### src/mem_bus_pkg.sv
`default_nettype none

package mem_bus_pkg;

    // bus widths
    localparam int ADDR_W = 16;
    localparam int DATA_W = 32;

    // backend size in words, anything at or above is out of range
    localparam int MEM_WORDS = 256;

    // instruction responses before the data port must be checked
    localparam int INST_BURST_LIMIT = 8;

    // cycles from backend accept to backend response
    localparam int MEM_DELAY = 2;

    typedef logic [ADDR_W-1:0] addr_t;
    typedef logic [DATA_W-1:0] data_t;

    // counter types sized from the limits above
    typedef logic [$clog2(INST_BURST_LIMIT)-1:0] burst_cnt_t;
    typedef logic [$clog2(MEM_DELAY+1)-1:0] delay_cnt_t;

    typedef enum logic [2:0] {
        inst_check,
        inst_wait_ready,
        inst_wait_resp,
        data_check,
        data_wait_ready,
        data_wait_resp
    } arb_state_t;

endpackage

`default_nettype wire

### src/mem_bus_if.sv
`default_nettype none
`timescale 1ns/100ps

// request channel, valid/ready handshake
interface mem_req_if;
    import mem_bus_pkg::*;

    logic  valid;
    logic  ready;
    addr_t addr;
    logic  wen;
    data_t wdata;

    modport requester (
        output valid,
        output addr,
        output wen,
        output wdata,
        input  ready
    );

    modport responder (
        input  valid,
        input  addr,
        input  wen,
        input  wdata,
        output ready
    );

endinterface


`default_nettype wire

### src/req_port.sv
`default_nettype none
`timescale 1ns/100ps

module req_port (
    input  logic               clk,
    input  logic               rst_n,
    input  logic               req_valid,
    output logic               req_ready,
    input  mem_bus_pkg::addr_t req_addr,
    input  logic               req_wen,
    input  mem_bus_pkg::data_t req_wdata,
    mem_req_if.requester       down
);
    import mem_bus_pkg::*;

    logic  full;
    addr_t buf_addr;
    logic  buf_wen;
    data_t buf_wdata;
    logic  load;
    logic  drain;

    // entry leaves when the arbiter takes it
    assign drain = full && down.ready;

    // space now, or space after this edge
    assign req_ready = !full || down.ready;
    assign load      = req_valid && req_ready;

    always_ff @(posedge clk) begin
        if (!rst_n) begin
            full <= 1'b0;
        end else if (load) begin
            full <= 1'b1;
        end else if (drain) begin
            full <= 1'b0;
        end
    end

    // payload only moves on a load, so it holds under back-pressure
    always_ff @(posedge clk) begin
        if (load) begin
            buf_addr  <= req_addr;
            buf_wen   <= req_wen;
            buf_wdata <= req_wdata;
        end
    end

    assign down.valid = full;
    assign down.addr  = buf_addr;
    assign down.wen   = buf_wen;
    assign down.wdata = buf_wdata;

endmodule

`default_nettype wire

### src/flat_wrapper.sv
// flat-port wrapper written by rule: the top's interface ports become plain ports
module req_port_flat import mem_bus_pkg::*;
  (clk, rst_n, req_valid, req_ready, req_addr, req_wen, req_wdata, down_valid, down_addr, down_wen, down_wdata, down_ready);
  mem_req_if down_i ();
  input  logic clk;
  input  logic rst_n;
  input  logic req_valid;
  output logic req_ready;
  input  mem_bus_pkg::addr_t req_addr;
  input  logic req_wen;
  input  mem_bus_pkg::data_t req_wdata;
  output wire logic [$bits(down_i.valid)-1:0] down_valid;
  output wire logic [$bits(down_i.addr)-1:0] down_addr;
  output wire logic [$bits(down_i.wen)-1:0] down_wen;
  output wire logic [$bits(down_i.wdata)-1:0] down_wdata;
  input wire logic [$bits(down_i.ready)-1:0] down_ready;
  assign down_valid = down_i.valid;
  assign down_addr = down_i.addr;
  assign down_wen = down_i.wen;
  assign down_wdata = down_i.wdata;
  assign down_i.ready = down_ready;
  req_port u_core (.clk(clk), .rst_n(rst_n), .req_valid(req_valid), .req_ready(req_ready), .req_addr(req_addr), .req_wen(req_wen), .req_wdata(req_wdata), .down(down_i));
endmodule
### config.mk
export PLATFORM = sky130hd
export DESIGN_NAME = req_port_flat
export DESIGN_NICKNAME = d
export VERILOG_FILES = /design/src/mem_bus_pkg.sv /design/src/mem_bus_if.sv /design/src/req_port.sv /design/src/flat_wrapper.sv
export SDC_FILE = /design/constraint.sdc
export NUM_CORES = 1
export LEC_CHECK = 0
export BUFFER_PORTS_ARGS = -buffer_cell sky130_fd_sc_hd__buf_2
export CAP_MARGIN = 20
export CORE_MARGIN = 1.5
export CORE_UTILIZATION = 43
export CTS_CLUSTER_DIAMETER = 30
export CTS_CLUSTER_SIZE = 14
export DETAILED_ROUTE_END_ITERATION = 10
export HOLD_SLACK_MARGIN = 0.12
export PLACE_DENSITY = 0.9
export SLEW_MARGIN = 30
export SYNTH_ARGS = -nofsm -noshare
export SYNTH_HDL_FRONTEND = slang
export SYNTH_SLANG_ARGS = --single-unit
### constraint.sdc
create_clock -name clk -period 2.2 [get_ports clk]
set_input_delay 0.22 -clock clk [delete_from_list [all_inputs] [get_ports clk]]
set_output_delay 0.22 -clock clk [all_outputs]
set_load 0.005 [all_outputs]
==> results.py <==
metrics = {
    "placed_design": {
        "io_buffers": 103,
        "hpwl_um": 2250,
        "place_congestion": 0.719,
        "placedCellCount": 203,
    },
    "global_route": {
        "grt-ovfl-total": 0,
        "grt_usage_pct": 25.2,
        "antenna_found_initial": 0,
        "grt_pass1_vias": 1276,
        "grt_pass1_wl_um": 6910,
        "grt_max_degree": 50,
    },
    "die": {
        "io_pins": 104,
        "die_x_um": 62.6,
        "start_util_pct": 45.5,
        "die_area_um2": 3920,
        "die_h_um": 62.6,
        "coreArea_um2": 3360,
        "num_rows": 21,
    },
    "setup_path": {
        "cp_cell_sequence": "nand2b_4 -> and2_4",
        "path_buf_inv": 0,
        "cp_slowest_cell": "and2_4",
        "crit_fanout": 49,
        "crit_required_ns": 2.20,
        "crit_type": "flip-flop to flip-flop",
        "crit_path_start_kind": "flip-flop",
        "cp-end-kind": "flip-flop",
        "crit_arrival_ns": 1.39,
        "crit_family": "simple AND/OR/NAND/NOR gates",
        "slowest_delay_ns": 0.55,
    },
    "power": {
        "combPwrFrac_pct": 11.4,
        "p_clk_share_pct": 28.0,
        "total_leakage_power_uw": 0.00116,
        "power_density_nw_per_um2": 694,
        "vdd_drop_max_mv": 0.549,
        "p_seq_share_pct": 60.5,
        "switching_share_pct": 20.7,
        "power_uw": 1870,
        "intPower_uw": 1480,
        "power_switching_uw": 387,
    },
    "clocking": {
        "ctsHtreeMaxLevel": 2,
        "clk_latency_ns": 0.36,
        "clockBufferDepth": 2,
        "cts.sinks": 50,
        "cts_tree": "built",
        "cts.reportedPaths.clkPinSlew_ns": 0.15,
        "cts_buffers": 5,
        "ctsResizeCount": 0,
        "clock-root-buffer": "clkbuf_4",
    },
    "yosys": {
        "synth_nets": 107,
        "ys_seq_area_share_pct": 97.5,
        "ys_seq_elements": 50,
        "syn-instance-count": 54,
        "syn-cell-area_um2": 1530,
        "avgSynthCellArea_um2": 28.3,
        "ys_warn_count": 0,
        "synth.distinct_cells": 6,
    },
    "sta": {
        "worstMarginPinSlew_ns": 0.609,
        "slew_viol_final": 0,
        "tns_ns": 0,
        "rsz0062_at_grt": "false",
        "hold_viol_final": 0,
        "final.period_utilization_pct": 63.2,
        "finClkSkew_ns": 0.0122,
        "period_needed_ns": 1.39,
        "fmax_mhz": 720,
        "setup_viol": 0,
        "slew_headroom_pct": 59.4,
    },
    "route": {
        "post_drt_wl_per_cell_um": 17.7,
        "drc_errors": 0,
        "avgViaCountPerCell": 4.52,
        "vias": 1184,
        "antenna_left": 0,
        "drt-initial-drc-count": 60,
        "drt-total-wl_um": 4630,
        "drt_first_pass_iters": 4,
    },
    "flow_run": {
        "drv_cap": 0,
    },
    "final_layout": {
        "finalNonFillerCells": 262,
        "area_delta_synth_final_pct": 76.0,
        "diodes": 0,
        "nets": 268,
        "drive_gt1_share_pct": 52.3,
    },
    "run_status": {
        "status": "completed",
    },
    "min_path": {
        "hp-class": "primary input to flip-flop",
    },
}
## final timing paths
kind	from	endpoint	slack [ns]	cells past startpoint
setup / recovery	u_core.down.valid	u_core.down.wdata[15]	0.81	2
hold / removal	req_valid	u_core.down.wdata[7]	0.51	2
setup reg to reg	u_core.down.valid	u_core.down.wdata[15]	0.81	2
hold reg to reg	u_core.down.valid	u_core.down.wdata[7]	1.08	2
## Yosys cell counts (all sizes together)
library cell  number  area [µm²]
a21boi             1        11.3
and2               1        8.76
dfxtp              1        20.0
edfxtp            49        1470
inv                1        3.75
nand2b             1        13.8
## state kept, by name, indices dropped and copies added (netlist names)
name               cells
u_core.down.wdata     32
u_core.down.addr      16
u_core.down.valid      1
u_core.down.wen        1
## area by class of cell
type,count,area (µm²)
fill,194,672
clock buffer,6,41.3
clock inverter,2,37.5
sequential,50,1490
multi-input combinational,3,33.8
inverter,1,3.75
tap,46,57.6
timing repair buffer,154,1030
## cell usage in the layout (no fill, tap or decap)
| cell | netlist | routed |
|---|---|---|
| buf_2 | 0 | 103 |
| dlygate4sd3_1 | 0 | 51 |
| edfxtp_1 | 49 | 49 |
| clkbuf_4 | 0 | 5 |
| nand2b_4 | 1 | 1 |
| and2_4 | 1 | 1 |
| inv_1 | 1 | 1 |
| a21boi_2 | 1 | 1 |
| clkbuf_1 | 0 | 1 |
| clkinvlp_4 | 0 | 1 |
| bufinv_16 | 0 | 1 |
| dfxtp_1 | 1 | 1 |
## per-layer routing
layer	GRT usage (%)	vias up	routed length (µm)
met4	10.3	0	83
met2	41.3	84	2320
met1	31.9	557	1840
met3	7.03	8	389
li1	-	535	-
met5	0	-	0
## timing repair
action                    CTS  global route
hold buffers               51             0
setup buffers               0             0
hold endpoints to repair   50             0
## power by group through the flow
stage | clock [µW] | combinational, µW | sequential, µW
finish | 524 | 213 | 1130
global route | 569 | 227 | 1140
CTS | 528 | 204 | 1130
detailed placement | 0 | 135 | 1150
global placement | 0 | 128 | 1140
floorplan | 0 | 21.6 | 1160
## cells by family after synthesis
group                  count (synthesis)  synth area share, %
flip-flops                            50                 97.5
AND/OR/NAND/NOR                        2                 1.47
AO/OA/AOI/OAI                          1                0.736
buffers and inverters                  1                0.245
## stage by stage
step / instance area (µm²) / util (%) / setup slack (ns) / hold WS (ns)
6_report: 2690 / 80.0 / 0.810 / 0.515
5_1_grt: 2690 / 80.0 / 0.766 / 0.511
4_1_cts: 2690 / 80.0 / 0.834 / 0.513
3_5_place_dp: 2100 / 62.5 / 0.837 / 0.398
3_3_place_gp: 2100 / 62.5 / 0.898 / 0.397
2_1_floorplan: 1530 / - / 0.969 / 0.319
No activity file was read; power rests on OpenSTA's default activity.
