## config.mk

```make
export PLATFORM = sky130hd
export DESIGN_NAME = mem_bus_arbiter_flat
export DESIGN_NICKNAME = d
export VERILOG_FILES = /design/src/mem_bus_pkg.sv /design/src/mem_bus_if.sv /design/src/mem_bus_arbiter.sv /design/src/flat_wrapper.sv
export SDC_FILE = /design/constraint.sdc
export NUM_CORES = 1
export LEC_CHECK = 0
export ABC_AREA = 1
export BUFFER_PORTS_ARGS = -buffer_cell sky130_fd_sc_hd__buf_2
export CORE_AREA = 5 5 115 117
export CTS_CLUSTER_DIAMETER = 30
export DETAILED_ROUTE_END_ITERATION = 7
export DIE_AREA = 0 0 120 122
export PLACE_DENSITY_LB_ADDON = 0.3
export SYNTH_ARGS = -nofsm -noshare
export SYNTH_HDL_FRONTEND = slang
export SYNTH_SLANG_ARGS = --single-unit
```

## constraint.sdc

```tcl
create_clock -name clk -period 2.8 [get_ports clk]
set_input_delay 0.28 -clock clk [delete_from_list [all_inputs] [get_ports clk]]
set_output_delay 0.28 -clock clk [all_outputs]
set_load 0.01 [all_outputs]
```

## src/mem_bus_pkg.sv

```systemverilog
`default_nettype none

package mem_bus_pkg;

    // bus widths
    localparam int ADDR_W = 16;
    localparam int DATA_W = 32;

    // backend size in words, anything at or above is out of range
    localparam int MEM_WORDS = 256;

    // instruction responses before the data port must be checked
    localparam int INST_BURST_LIMIT = 8;

    // cycles from backend accept to backend response
    localparam int MEM_DELAY = 2;

    typedef logic [ADDR_W-1:0] addr_t;
    typedef logic [DATA_W-1:0] data_t;

    // counter types sized from the limits above
    typedef logic [$clog2(INST_BURST_LIMIT)-1:0] burst_cnt_t;
    typedef logic [$clog2(MEM_DELAY+1)-1:0] delay_cnt_t;

    typedef enum logic [2:0] {
        inst_check,
        inst_wait_ready,
        inst_wait_resp,
        data_check,
        data_wait_ready,
        data_wait_resp
    } arb_state_t;

endpackage

`default_nettype wire

```

## src/mem_bus_if.sv

```systemverilog
`default_nettype none
`timescale 1ns/100ps

// request channel, valid/ready handshake
interface mem_req_if;
    import mem_bus_pkg::*;

    logic  valid;
    logic  ready;
    addr_t addr;
    logic  wen;
    data_t wdata;

    modport requester (
        output valid,
        output addr,
        output wen,
        output wdata,
        input  ready
    );

    modport responder (
        input  valid,
        input  addr,
        input  wen,
        input  wdata,
        output ready
    );

endinterface

// response channel, valid only, sink always accepts
interface mem_resp_if;
    import mem_bus_pkg::*;

    logic  valid;
    addr_t addr;
    logic  error;
    data_t rdata;

    modport source (
        output valid,
        output addr,
        output error,
        output rdata
    );

    modport sink (
        input valid,
        input addr,
        input error,
        input rdata
    );

endinterface

`default_nettype wire

```

## src/mem_bus_arbiter.sv

```systemverilog
`default_nettype none
`timescale 1ns/100ps

module mem_bus_arbiter (
    input  logic          clk,
    input  logic          rst_n,
    mem_req_if.responder  inst_req,
    mem_req_if.responder  data_req,
    mem_resp_if.source    inst_resp,
    mem_resp_if.source    data_resp,
    mem_req_if.requester  mem_req,
    mem_resp_if.sink      mem_resp
);
    import mem_bus_pkg::*;

    arb_state_t state;
    burst_cnt_t burst_cnt;

    // granted request, held until the backend takes it
    addr_t cap_addr;
    logic  cap_wen;
    data_t cap_wdata;

    logic burst_done;

    assign burst_done = int'(burst_cnt) == INST_BURST_LIMIT - 1;

    // a port is only ready while its check state is active
    assign inst_req.ready = state == inst_check;
    assign data_req.ready = state == data_check;

    // backend request mux
    always_comb begin
        mem_req.valid = 1'b0;
        mem_req.addr  = cap_addr;
        mem_req.wen   = cap_wen;
        mem_req.wdata = cap_wdata;
        case (state)
            inst_check: begin
                mem_req.valid = inst_req.valid;
                mem_req.addr  = inst_req.addr;
                mem_req.wen   = inst_req.wen;
                mem_req.wdata = inst_req.wdata;
            end
            data_check: begin
                mem_req.valid = data_req.valid;
                mem_req.addr  = data_req.addr;
                mem_req.wen   = data_req.wen;
                mem_req.wdata = data_req.wdata;
            end
            // re-present the captured request
            inst_wait_ready, data_wait_ready: begin
                mem_req.valid = 1'b1;
            end
            default: begin
                mem_req.valid = 1'b0;
            end
        endcase
    end

    // steer the single backend response to its owner
    assign inst_resp.valid = (state == inst_wait_resp) && mem_resp.valid;
    assign inst_resp.addr  = cap_addr;
    assign inst_resp.error = mem_resp.error;
    assign inst_resp.rdata = mem_resp.rdata;

    assign data_resp.valid = (state == data_wait_resp) && mem_resp.valid;
    assign data_resp.addr  = cap_addr;
    assign data_resp.error = mem_resp.error;
    assign data_resp.rdata = mem_resp.rdata;

    always_ff @(posedge clk) begin
        if (!rst_n) begin
            state     <= inst_check;
            burst_cnt <= '0;
        end else begin
            case (state)
                inst_check: begin
                    if (!inst_req.valid) begin
                        state <= data_check;
                    end else if (mem_req.ready) begin
                        state <= inst_wait_resp;
                    end else begin
                        state <= inst_wait_ready;
                    end
                end
                inst_wait_ready: begin
                    if (mem_req.ready) begin
                        state <= inst_wait_resp;
                    end
                end
                inst_wait_resp: begin
                    if (mem_resp.valid) begin
                        burst_cnt <= burst_cnt + 1'b1;
                        // give the data port its turn after a full burst
                        state     <= burst_done ? data_check : inst_check;
                    end
                end
                data_check: begin
                    burst_cnt <= '0;
                    if (!data_req.valid) begin
                        state <= inst_check;
                    end else if (mem_req.ready) begin
                        state <= data_wait_resp;
                    end else begin
                        state <= data_wait_ready;
                    end
                end
                data_wait_ready: begin
                    if (mem_req.ready) begin
                        state <= data_wait_resp;
                    end
                end
                data_wait_resp: begin
                    if (mem_resp.valid) begin
                        state <= inst_check;
                    end
                end
                default: begin
                    state <= inst_check;
                end
            endcase
        end
    end

    // capture whichever request is granted this cycle
    always_ff @(posedge clk) begin
        if (state == inst_check && inst_req.valid) begin
            cap_addr  <= inst_req.addr;
            cap_wen   <= inst_req.wen;
            cap_wdata <= inst_req.wdata;
        end else if (state == data_check && data_req.valid) begin
            cap_addr  <= data_req.addr;
            cap_wen   <= data_req.wen;
            cap_wdata <= data_req.wdata;
        end
    end

endmodule

`default_nettype wire

```

## src/flat_wrapper.sv

```systemverilog
// flat-port wrapper written by rule: the top's interface ports become plain ports
module mem_bus_arbiter_flat import mem_bus_pkg::*;
  (clk, rst_n, inst_req_valid, inst_req_addr, inst_req_wen, inst_req_wdata, inst_req_ready, data_req_valid, data_req_addr, data_req_wen, data_req_wdata, data_req_ready, inst_resp_valid, inst_resp_addr, inst_resp_error, inst_resp_rdata, data_resp_valid, data_resp_addr, data_resp_error, data_resp_rdata, mem_req_valid, mem_req_addr, mem_req_wen, mem_req_wdata, mem_req_ready, mem_resp_valid, mem_resp_addr, mem_resp_error, mem_resp_rdata);
  mem_req_if inst_req_i ();
  mem_req_if data_req_i ();
  mem_resp_if inst_resp_i ();
  mem_resp_if data_resp_i ();
  mem_req_if mem_req_i ();
  mem_resp_if mem_resp_i ();
  input  logic clk;
  input  logic rst_n;
  input wire logic [$bits(inst_req_i.valid)-1:0] inst_req_valid;
  input wire logic [$bits(inst_req_i.addr)-1:0] inst_req_addr;
  input wire logic [$bits(inst_req_i.wen)-1:0] inst_req_wen;
  input wire logic [$bits(inst_req_i.wdata)-1:0] inst_req_wdata;
  output wire logic [$bits(inst_req_i.ready)-1:0] inst_req_ready;
  input wire logic [$bits(data_req_i.valid)-1:0] data_req_valid;
  input wire logic [$bits(data_req_i.addr)-1:0] data_req_addr;
  input wire logic [$bits(data_req_i.wen)-1:0] data_req_wen;
  input wire logic [$bits(data_req_i.wdata)-1:0] data_req_wdata;
  output wire logic [$bits(data_req_i.ready)-1:0] data_req_ready;
  output wire logic [$bits(inst_resp_i.valid)-1:0] inst_resp_valid;
  output wire logic [$bits(inst_resp_i.addr)-1:0] inst_resp_addr;
  output wire logic [$bits(inst_resp_i.error)-1:0] inst_resp_error;
  output wire logic [$bits(inst_resp_i.rdata)-1:0] inst_resp_rdata;
  output wire logic [$bits(data_resp_i.valid)-1:0] data_resp_valid;
  output wire logic [$bits(data_resp_i.addr)-1:0] data_resp_addr;
  output wire logic [$bits(data_resp_i.error)-1:0] data_resp_error;
  output wire logic [$bits(data_resp_i.rdata)-1:0] data_resp_rdata;
  output wire logic [$bits(mem_req_i.valid)-1:0] mem_req_valid;
  output wire logic [$bits(mem_req_i.addr)-1:0] mem_req_addr;
  output wire logic [$bits(mem_req_i.wen)-1:0] mem_req_wen;
  output wire logic [$bits(mem_req_i.wdata)-1:0] mem_req_wdata;
  input wire logic [$bits(mem_req_i.ready)-1:0] mem_req_ready;
  input wire logic [$bits(mem_resp_i.valid)-1:0] mem_resp_valid;
  input wire logic [$bits(mem_resp_i.addr)-1:0] mem_resp_addr;
  input wire logic [$bits(mem_resp_i.error)-1:0] mem_resp_error;
  input wire logic [$bits(mem_resp_i.rdata)-1:0] mem_resp_rdata;
  assign inst_req_i.valid = inst_req_valid;
  assign inst_req_i.addr = inst_req_addr;
  assign inst_req_i.wen = inst_req_wen;
  assign inst_req_i.wdata = inst_req_wdata;
  assign inst_req_ready = inst_req_i.ready;
  assign data_req_i.valid = data_req_valid;
  assign data_req_i.addr = data_req_addr;
  assign data_req_i.wen = data_req_wen;
  assign data_req_i.wdata = data_req_wdata;
  assign data_req_ready = data_req_i.ready;
  assign inst_resp_valid = inst_resp_i.valid;
  assign inst_resp_addr = inst_resp_i.addr;
  assign inst_resp_error = inst_resp_i.error;
  assign inst_resp_rdata = inst_resp_i.rdata;
  assign data_resp_valid = data_resp_i.valid;
  assign data_resp_addr = data_resp_i.addr;
  assign data_resp_error = data_resp_i.error;
  assign data_resp_rdata = data_resp_i.rdata;
  assign mem_req_valid = mem_req_i.valid;
  assign mem_req_addr = mem_req_i.addr;
  assign mem_req_wen = mem_req_i.wen;
  assign mem_req_wdata = mem_req_i.wdata;
  assign mem_req_i.ready = mem_req_ready;
  assign mem_resp_i.valid = mem_resp_valid;
  assign mem_resp_i.addr = mem_resp_addr;
  assign mem_resp_i.error = mem_resp_error;
  assign mem_resp_i.rdata = mem_resp_rdata;
  mem_bus_arbiter u_core (.clk(clk), .rst_n(rst_n), .inst_req(inst_req_i), .data_req(data_req_i), .inst_resp(inst_resp_i), .data_resp(data_resp_i), .mem_req(mem_req_i), .mem_resp(mem_resp_i));
endmodule
```

==> results of run 1 <==
-- state kept, by name, indices dropped and copies added, names as in the netlist --
name                   flops
u_core.burst_cnt           3
u_core.cap_wdata          32
u_core.cap_wen             1
u_core.data_resp.addr     16
u_core.state               3
-- power groups by stage --
| stage | logic (mW) | clock network [mW] | registers (mW) |
|---|---|---|---|
| after CTS | 3.32 | 0.724 | 1.49 |
| after global placement | 3.28 | 0 | 1.49 |
| after floorplan | 2.19 | 0 | 1.52 |
| after detailed placement | 3.31 | 0 | 1.51 |
| final | 3.25 | 0.690 | 1.49 |
| after global routing | 3.61 | 0.747 | 1.52 |
-- layout by cell type, fill, tap and decap left out, types with 2 or more instances in the layout --
master / count
buf_2: 189
nand2_1: 171
inv_1: 54
o211ai_1: 49
edfxtp_1: 49
o21ai_0: 31
o21ai_1: 19
nor2_1: 6
nand3_1: 6
dfxtp_1: 6
clkbuf_16: 5
inv_2: 4
nand4_1: 4
a21oi_1: 4
buf_4: 4
nand2_2: 3
buf_12: 3
nor2_2: 2
ha_1: 2
clkbuf_1: 2
-- tightest hold or removal path: cells and delay by family --
kind	cells	cell delay (ns)
buf+inv	1	0.10
compound gates	1	0.06
simple gates	1	0.04
-- kinds of logic (layout without fill, tap and decap cells) --
family | Yosys count | count (layout) | share of synthesized area, %
compound gates | 103 | 103 | 15.93
buf+inv | 166 | 262 | 24.14
fa+ha+maj | 2 | 2 | 0.6245
flops | 55 | 55 | 39.73
simple gates | 196 | 196 | 19.36
xor+xnor | 1 | 1 | 0.2187
-- cell type report --
| type | instances | share of cell area (%) |
|---|---|---|
| Clock buffer | 7 | 2.850 |
| Timing Repair Buffer | 196 | 22.26 |
| Clock inverter | 1 | 0.6453 |
| Inverter | 58 | 4.679 |
| Tap cell | 150 | 4.033 |
| Sequential cell | 55 | 34.20 |
| Multi-Input combinational cell | 302 | 31.33 |
-- path summary, 6_finish.rpt --
path	end	slack [ns]	depth (start not counted)
worst max-delay path	mem_req_wdata[0]	0.46	8
worst min-delay path	u_core.state[2]	0.24	3
worst max register to register	u_core.cap_wdata[17]	0.68	6
worst min register to register	u_core.burst_cnt[2]	0.49	2
-- metal layers --
| layer | track usage, % | wire (um) | vias to the layer above |
|---|---|---|---|
| met5 | 0 | 0 | - |
| met4 | 4.366 | 160 | 0 |
| met3 | 4.225 | 974 | 22 |
| met2 | 24.20 | 5072 | 141 |
| met1 | 15.34 | 4386 | 1630 |
| li1 | - | - | 1821 |
-- metrics by stage --
stage	std cells	hold WS, ns
after floorplan	523	0.4157
after global placement	761	0.4520
after detailed placement	761	0.4785
after CTS	769	0.2234
after global routing	769	0.2331
final	769	0.2369
==> metrics.txt, run 1 <==
total grt overflow 0; Max Freq ~0.43 GHz; FP Rows 41; CTS max path bufs 2; CP startpoint u_core.state[2]; Die ar. roughly 15000 um^2; Synth cell types 23; total track usage around 14%; setup_tns 0 ns; Die Ht 122 um; core area 12260 um^2; dominant delay contributor by cell family on the critical path buffers and inverters; GP Congestion 0.7934; power consumption roughly 5.4 mW; Finished Core Util around 38%; Worst Hold Class input port to register; max-slew violations 0; Root Driver clkbuf_16; CP peak stage delay 0.49 ns; vias per cell 4.700; n_diodes 0; # IOs 305; CP Buf/Inv Count 4; WP data arrival 2.06 ns; final net count 773; Synth Flop Type edfxtp_1; Clock power frac 12.7%; Setup-failing EPs final 0; outcome finished, final reports clean; Yosys reg bits 55; DRC marker count from the first detailed-route iteration 133; most frequent cells after synthesis nand2_1 (173), buf_4 (82), inv_1 (54); Synth Net Count 678; vias between 3000 and 4000; fin crit share 83.51%; Worst setup EP type primary output; share of layout cells above drive strength 1 34.41%; relative slew slack 66.31%; register area ~1600 um^2; count leader, synth nand2_1; WL final about 11000 um; Fill cells 1287; Final ANT Viol Nets 0; max capacitance violation total 0; PnR worst setup slack around 0.46 ns; Lkg Pwr 2.252 nW; most area-consuming cells after synthesis edfxtp_1 (37%), nand2_1 (16%), buf_4 (15%), o211ai_1 (9.2%), inv_1 (5.1%); total iterations of the first detailed-routing run 5; CTS Hold Bufs 0; CTS clk-pin slew, worst paths ~0.070 ns; Max rail drop VDD 0.5367 mV; Int Pwr 2.963 mW; Tightest Pin Transition 0.5036 ns; EDFF count, synth 49; critical-path maximum fanout 30; Seq pwr share a little over a quarter; Slowest-stage cell, CP dfxtp_1; final hold violation count 0; Final Skew 0.008611 ns; H-tree levels 2; DRC 0; pin count of the biggest net entering global routing 64; Post-DP HPWL 8164 um; yosys warns 0; Seq/Total Area, Yosys between 30% and 40%; Avg Synthesized Cell Area 7.660 um^2; worst-path cell chain inv_2 > nand2_2 > nand2_1 > inv_2 > buf_12 > nand2_1 > o211ai_1 > buf_2; starting density of the core between 30% and 40%; startpoint types register; die width about 120 um; Final Cell Area ~4700 um^2; post-DR wirelength/cell ~14 um; worst r2r src u_core.state[2]; fraction of registers with async set/reset 0%; Tmin final between 2 and 2.5 ns; post_cts resized 0; Post-CTS Repair Setup Buffers 0; switch share 45.48%; switching power total 2.472 mW; Area growth syn-to-layout 16.15%; synthesized area approximately 4000 um^2; cell area power density 1168 nW/um^2; Cells after Synth 523; antenna violations before repair 0; CTS Buf Count 5; largest area contributor in the netlist edfxtp_1; CTS tree done; clk sink count 55; vias in the first global route approximately 3400; RSZ-0062 raised after global routing false; first-pass GRT wire length 16190 um; Synth top area share 36.73%; area post-placement 4491 um^2; WS Path Type register to primary output; Hold Startpoint rst_n; area occupied by multi-input gates 1458 um^2; Comb pwr share 59.9%; Place WS 0.6792 ns; port buffer count ~190; worst path required time 2.52 ns; Worst-Skew Late Latency ~0.29 ns
Power figures use the tool's default switching activity.
==> run 2, diff against run 1 <==
--- a/config.mk
+++ b/config.mk
@@ -7,10 +7,11 @@
 export LEC_CHECK = 0
 export ABC_AREA = 1
 export BUFFER_PORTS_ARGS = -buffer_cell sky130_fd_sc_hd__buf_2
-export CORE_AREA = 5 5 115 117
+export CORE_ASPECT_RATIO = 0.75
+export CORE_MARGIN = 5
+export CORE_UTILIZATION = 37
 export CTS_CLUSTER_DIAMETER = 30
 export DETAILED_ROUTE_END_ITERATION = 7
-export DIE_AREA = 0 0 120 122
 export PLACE_DENSITY_LB_ADDON = 0.3
 export SYNTH_ARGS = -nofsm -noshare
 export SYNTH_HDL_FRONTEND = slang
==> constraint.sdc (replaced) <==
create_clock -name clk -period 2 [get_ports clk]
set_input_delay 0.2 -clock clk [delete_from_list [all_inputs] [get_ports clk]]
set_output_delay 0.2 -clock clk [all_outputs]
set_load 0.01 [all_outputs]
==> metrics.txt, run 2 (same netlist as run 1, synthesis figures left out) <==
outcome finished, final reports clean; Final ANT Viol Nets 0 (unchanged); starting density of the core 38.34% (+5.7 points); die width 130.2 um (+8.5%); cell area power density 1620 nW/um^2 (+39%); pin count of the biggest net entering global routing 51 (-20%); most common cell after layout, fill and taps aside buf_2; Fill cells 1061 (-18%); area occupied by multi-input gates 1463 um^2 (+0.34%); Tightest Pin Transition 0.3128 ns (-0.1907 ns); total iterations of the first detailed-routing run 4 (-1); reg2reg end u_core.data_resp.addr[13]; WS Path Type register to primary output; CP peak stage delay 0.36 ns (-0.13 ns); Worst-Skew Late Latency 0.28 ns (about the same); final hold violation count 0 (unchanged); Lkg Pwr 2.271 nW (+0.83%); n_diodes 0 (unchanged); Die Ht 100.1 um (-18%); antenna violations before repair 0 (unchanged); first-pass GRT wire length 15850 um (-2.1%); core area 10450 um^2 (-15%); hold slack 0.1740 ns (-0.06290 ns); DRC marker count from the first detailed-route iteration 167 (+26%); Hold Path Depth 3 (unchanged); worst path required time 1.80 ns (-0.72 ns); total grt overflow 0 (unchanged); setup_tns 0 ns (unchanged); r2r setup slk 0.32 ns (-0.36 ns); CP Depth 5 (-3); worst-path cell chain nor2_2 > nand2_2 > buf_4 > o211ai_1 > buf_2; Slowest-stage cell, CP dfxtp_2; FP Rows 32 (-22%); relative slew slack 79.15% (+13 points); WL final 10220 um (-3.5%); vias in the first global route 3362 (-0.56%); Max rail drop VDD 0.5899 mV (+9.9%); startpoint types register; Top reg by flops u_core.cap_wdata; Area growth syn-to-layout 16.61%; CTS Hold Bufs 0 (unchanged); fin crit share 91.93%; vias 3593 (-0.58%); Root Driver clkbuf_16; Tmin final between 1.5 and 2 ns; CTS tree done; CTS max path bufs 2 (unchanged); clk sink count 55 (unchanged); Setup-failing EPs final 0 (unchanged); # IOs 305 (unchanged); Worst R2R Path Depth 6 (unchanged); post_cts resized 0 (unchanged); max reg flops 32 (unchanged); max capacitance violation total 0 (unchanged); Final Skew 0.007484 ns (-0.001127 ns); post-DR wirelength/cell 13.47 um (-2.2%); hold endpoint u_core.state[2]; Worst Hold Class input port to register; Post-DP HPWL 7944 um (-2.7%); GP Congestion 0.8311 (+4.8%); worst r2r src u_core.state[0]; critical-path maximum fanout 27 (-10%); max-slew violations 0 (unchanged); share of layout cells above drive strength 1 34.99% (+0.58 points); RSZ-0062 raised after global routing false; final net count 777 (+0.52%); Worst setup EP type primary output; port buffer count 189 (unchanged); Post-CTS Repair Setup Buffers 0 (unchanged); total track usage 14.69% (+1.2 points); CTS clk-pin slew, worst paths 0.06 ns (about the same); most frequent cells in the layout buf_2 (189), nand2_1 (171), inv_1 (54); register area 1594 um^2 (+0.16%); Hold Startpoint rst_n; WP data arrival 1.64 ns (-0.42 ns); dominant delay contributor by cell family on the critical path buffers and inverters; Die ar. 13030 um^2 (-11%); CP Buf/Inv Count 2 (-2); Max Freq 0.5439 GHz; CTS Buf Count 5 (unchanged); vias per cell 4.734 (+0.73%); DRC 0 (unchanged); H-tree levels 2 (unchanged)
-- run 2: metal layers --
metal | global-route usage [%] | vias up | part of all wire, %
met5 | 0 | - | 0
li1 | - | 1829 | -
met1 | 18.62 | 1563 | 41
met2 | 25.30 | 190 | 47
met3 | 4.309 | 11 | 11
met4 | 2.316 | 0 | 0.90
-- run 2: final cells by class --
| class | instances | area share, % |
|---|---|---|
| inverter | 58 | 4.660 |
| timing repair buffer | 200 | 23.35 |
| clock inverter | 2 | 0.1607 |
| tap | 136 | 3.642 |
| clock buffer | 6 | 2.758 |
| sequential | 55 | 34.12 |
| multi-input combinational | 302 | 31.31 |
-- run 2: worst max-delay path by stage --
stage / start / endpoint / slack, ns
after floorplan: u_core.state[2] / u_core.cap_wdata[0] / 0.24
after detailed placement: u_core.state[1] / u_core.cap_wdata[3] / 0.30
after global placement: u_core.state[1] / u_core.cap_wdata[3] / 0.32
after CTS: u_core.state[2] / mem_req_addr[11] / 0.05
final: u_core.state[1] / mem_req_wdata[17] / 0.16
after global routing: u_core.state[1] / mem_req_wdata[12] / 0.04
-- run 2: through the flow --
stage	util, %	std cells	cell area (um^2)	total power, mW	worst slack [ns]
floorplan	-	523	4014	5.193	0.2373
detailed placement	43.38	751	4533	6.880	0.2965
global placement	43.38	751	4533	6.819	0.3240
CTS	44.68	759	4669	7.725	0.04583
global route	44.71	759	4672	8.263	0.03689
finish	44.71	759	4672	7.571	0.1614
-- run 2: report_power, final --
| part | switching [mW] | internal, mW |
|---|---|---|
| clock | 0.356 | 0.456 |
| combinational | 2.89 | 1.78 |
| sequential | 0.205 | 1.88 |
-- run 2: worst reg2reg max path: cells and delay by family (launching register included) --
family | cells | cell delay [ns]
buffers and inverters | 2 | 0.42
and+or+nand+nor | 4 | 0.51
DFF | 1 | 0.43
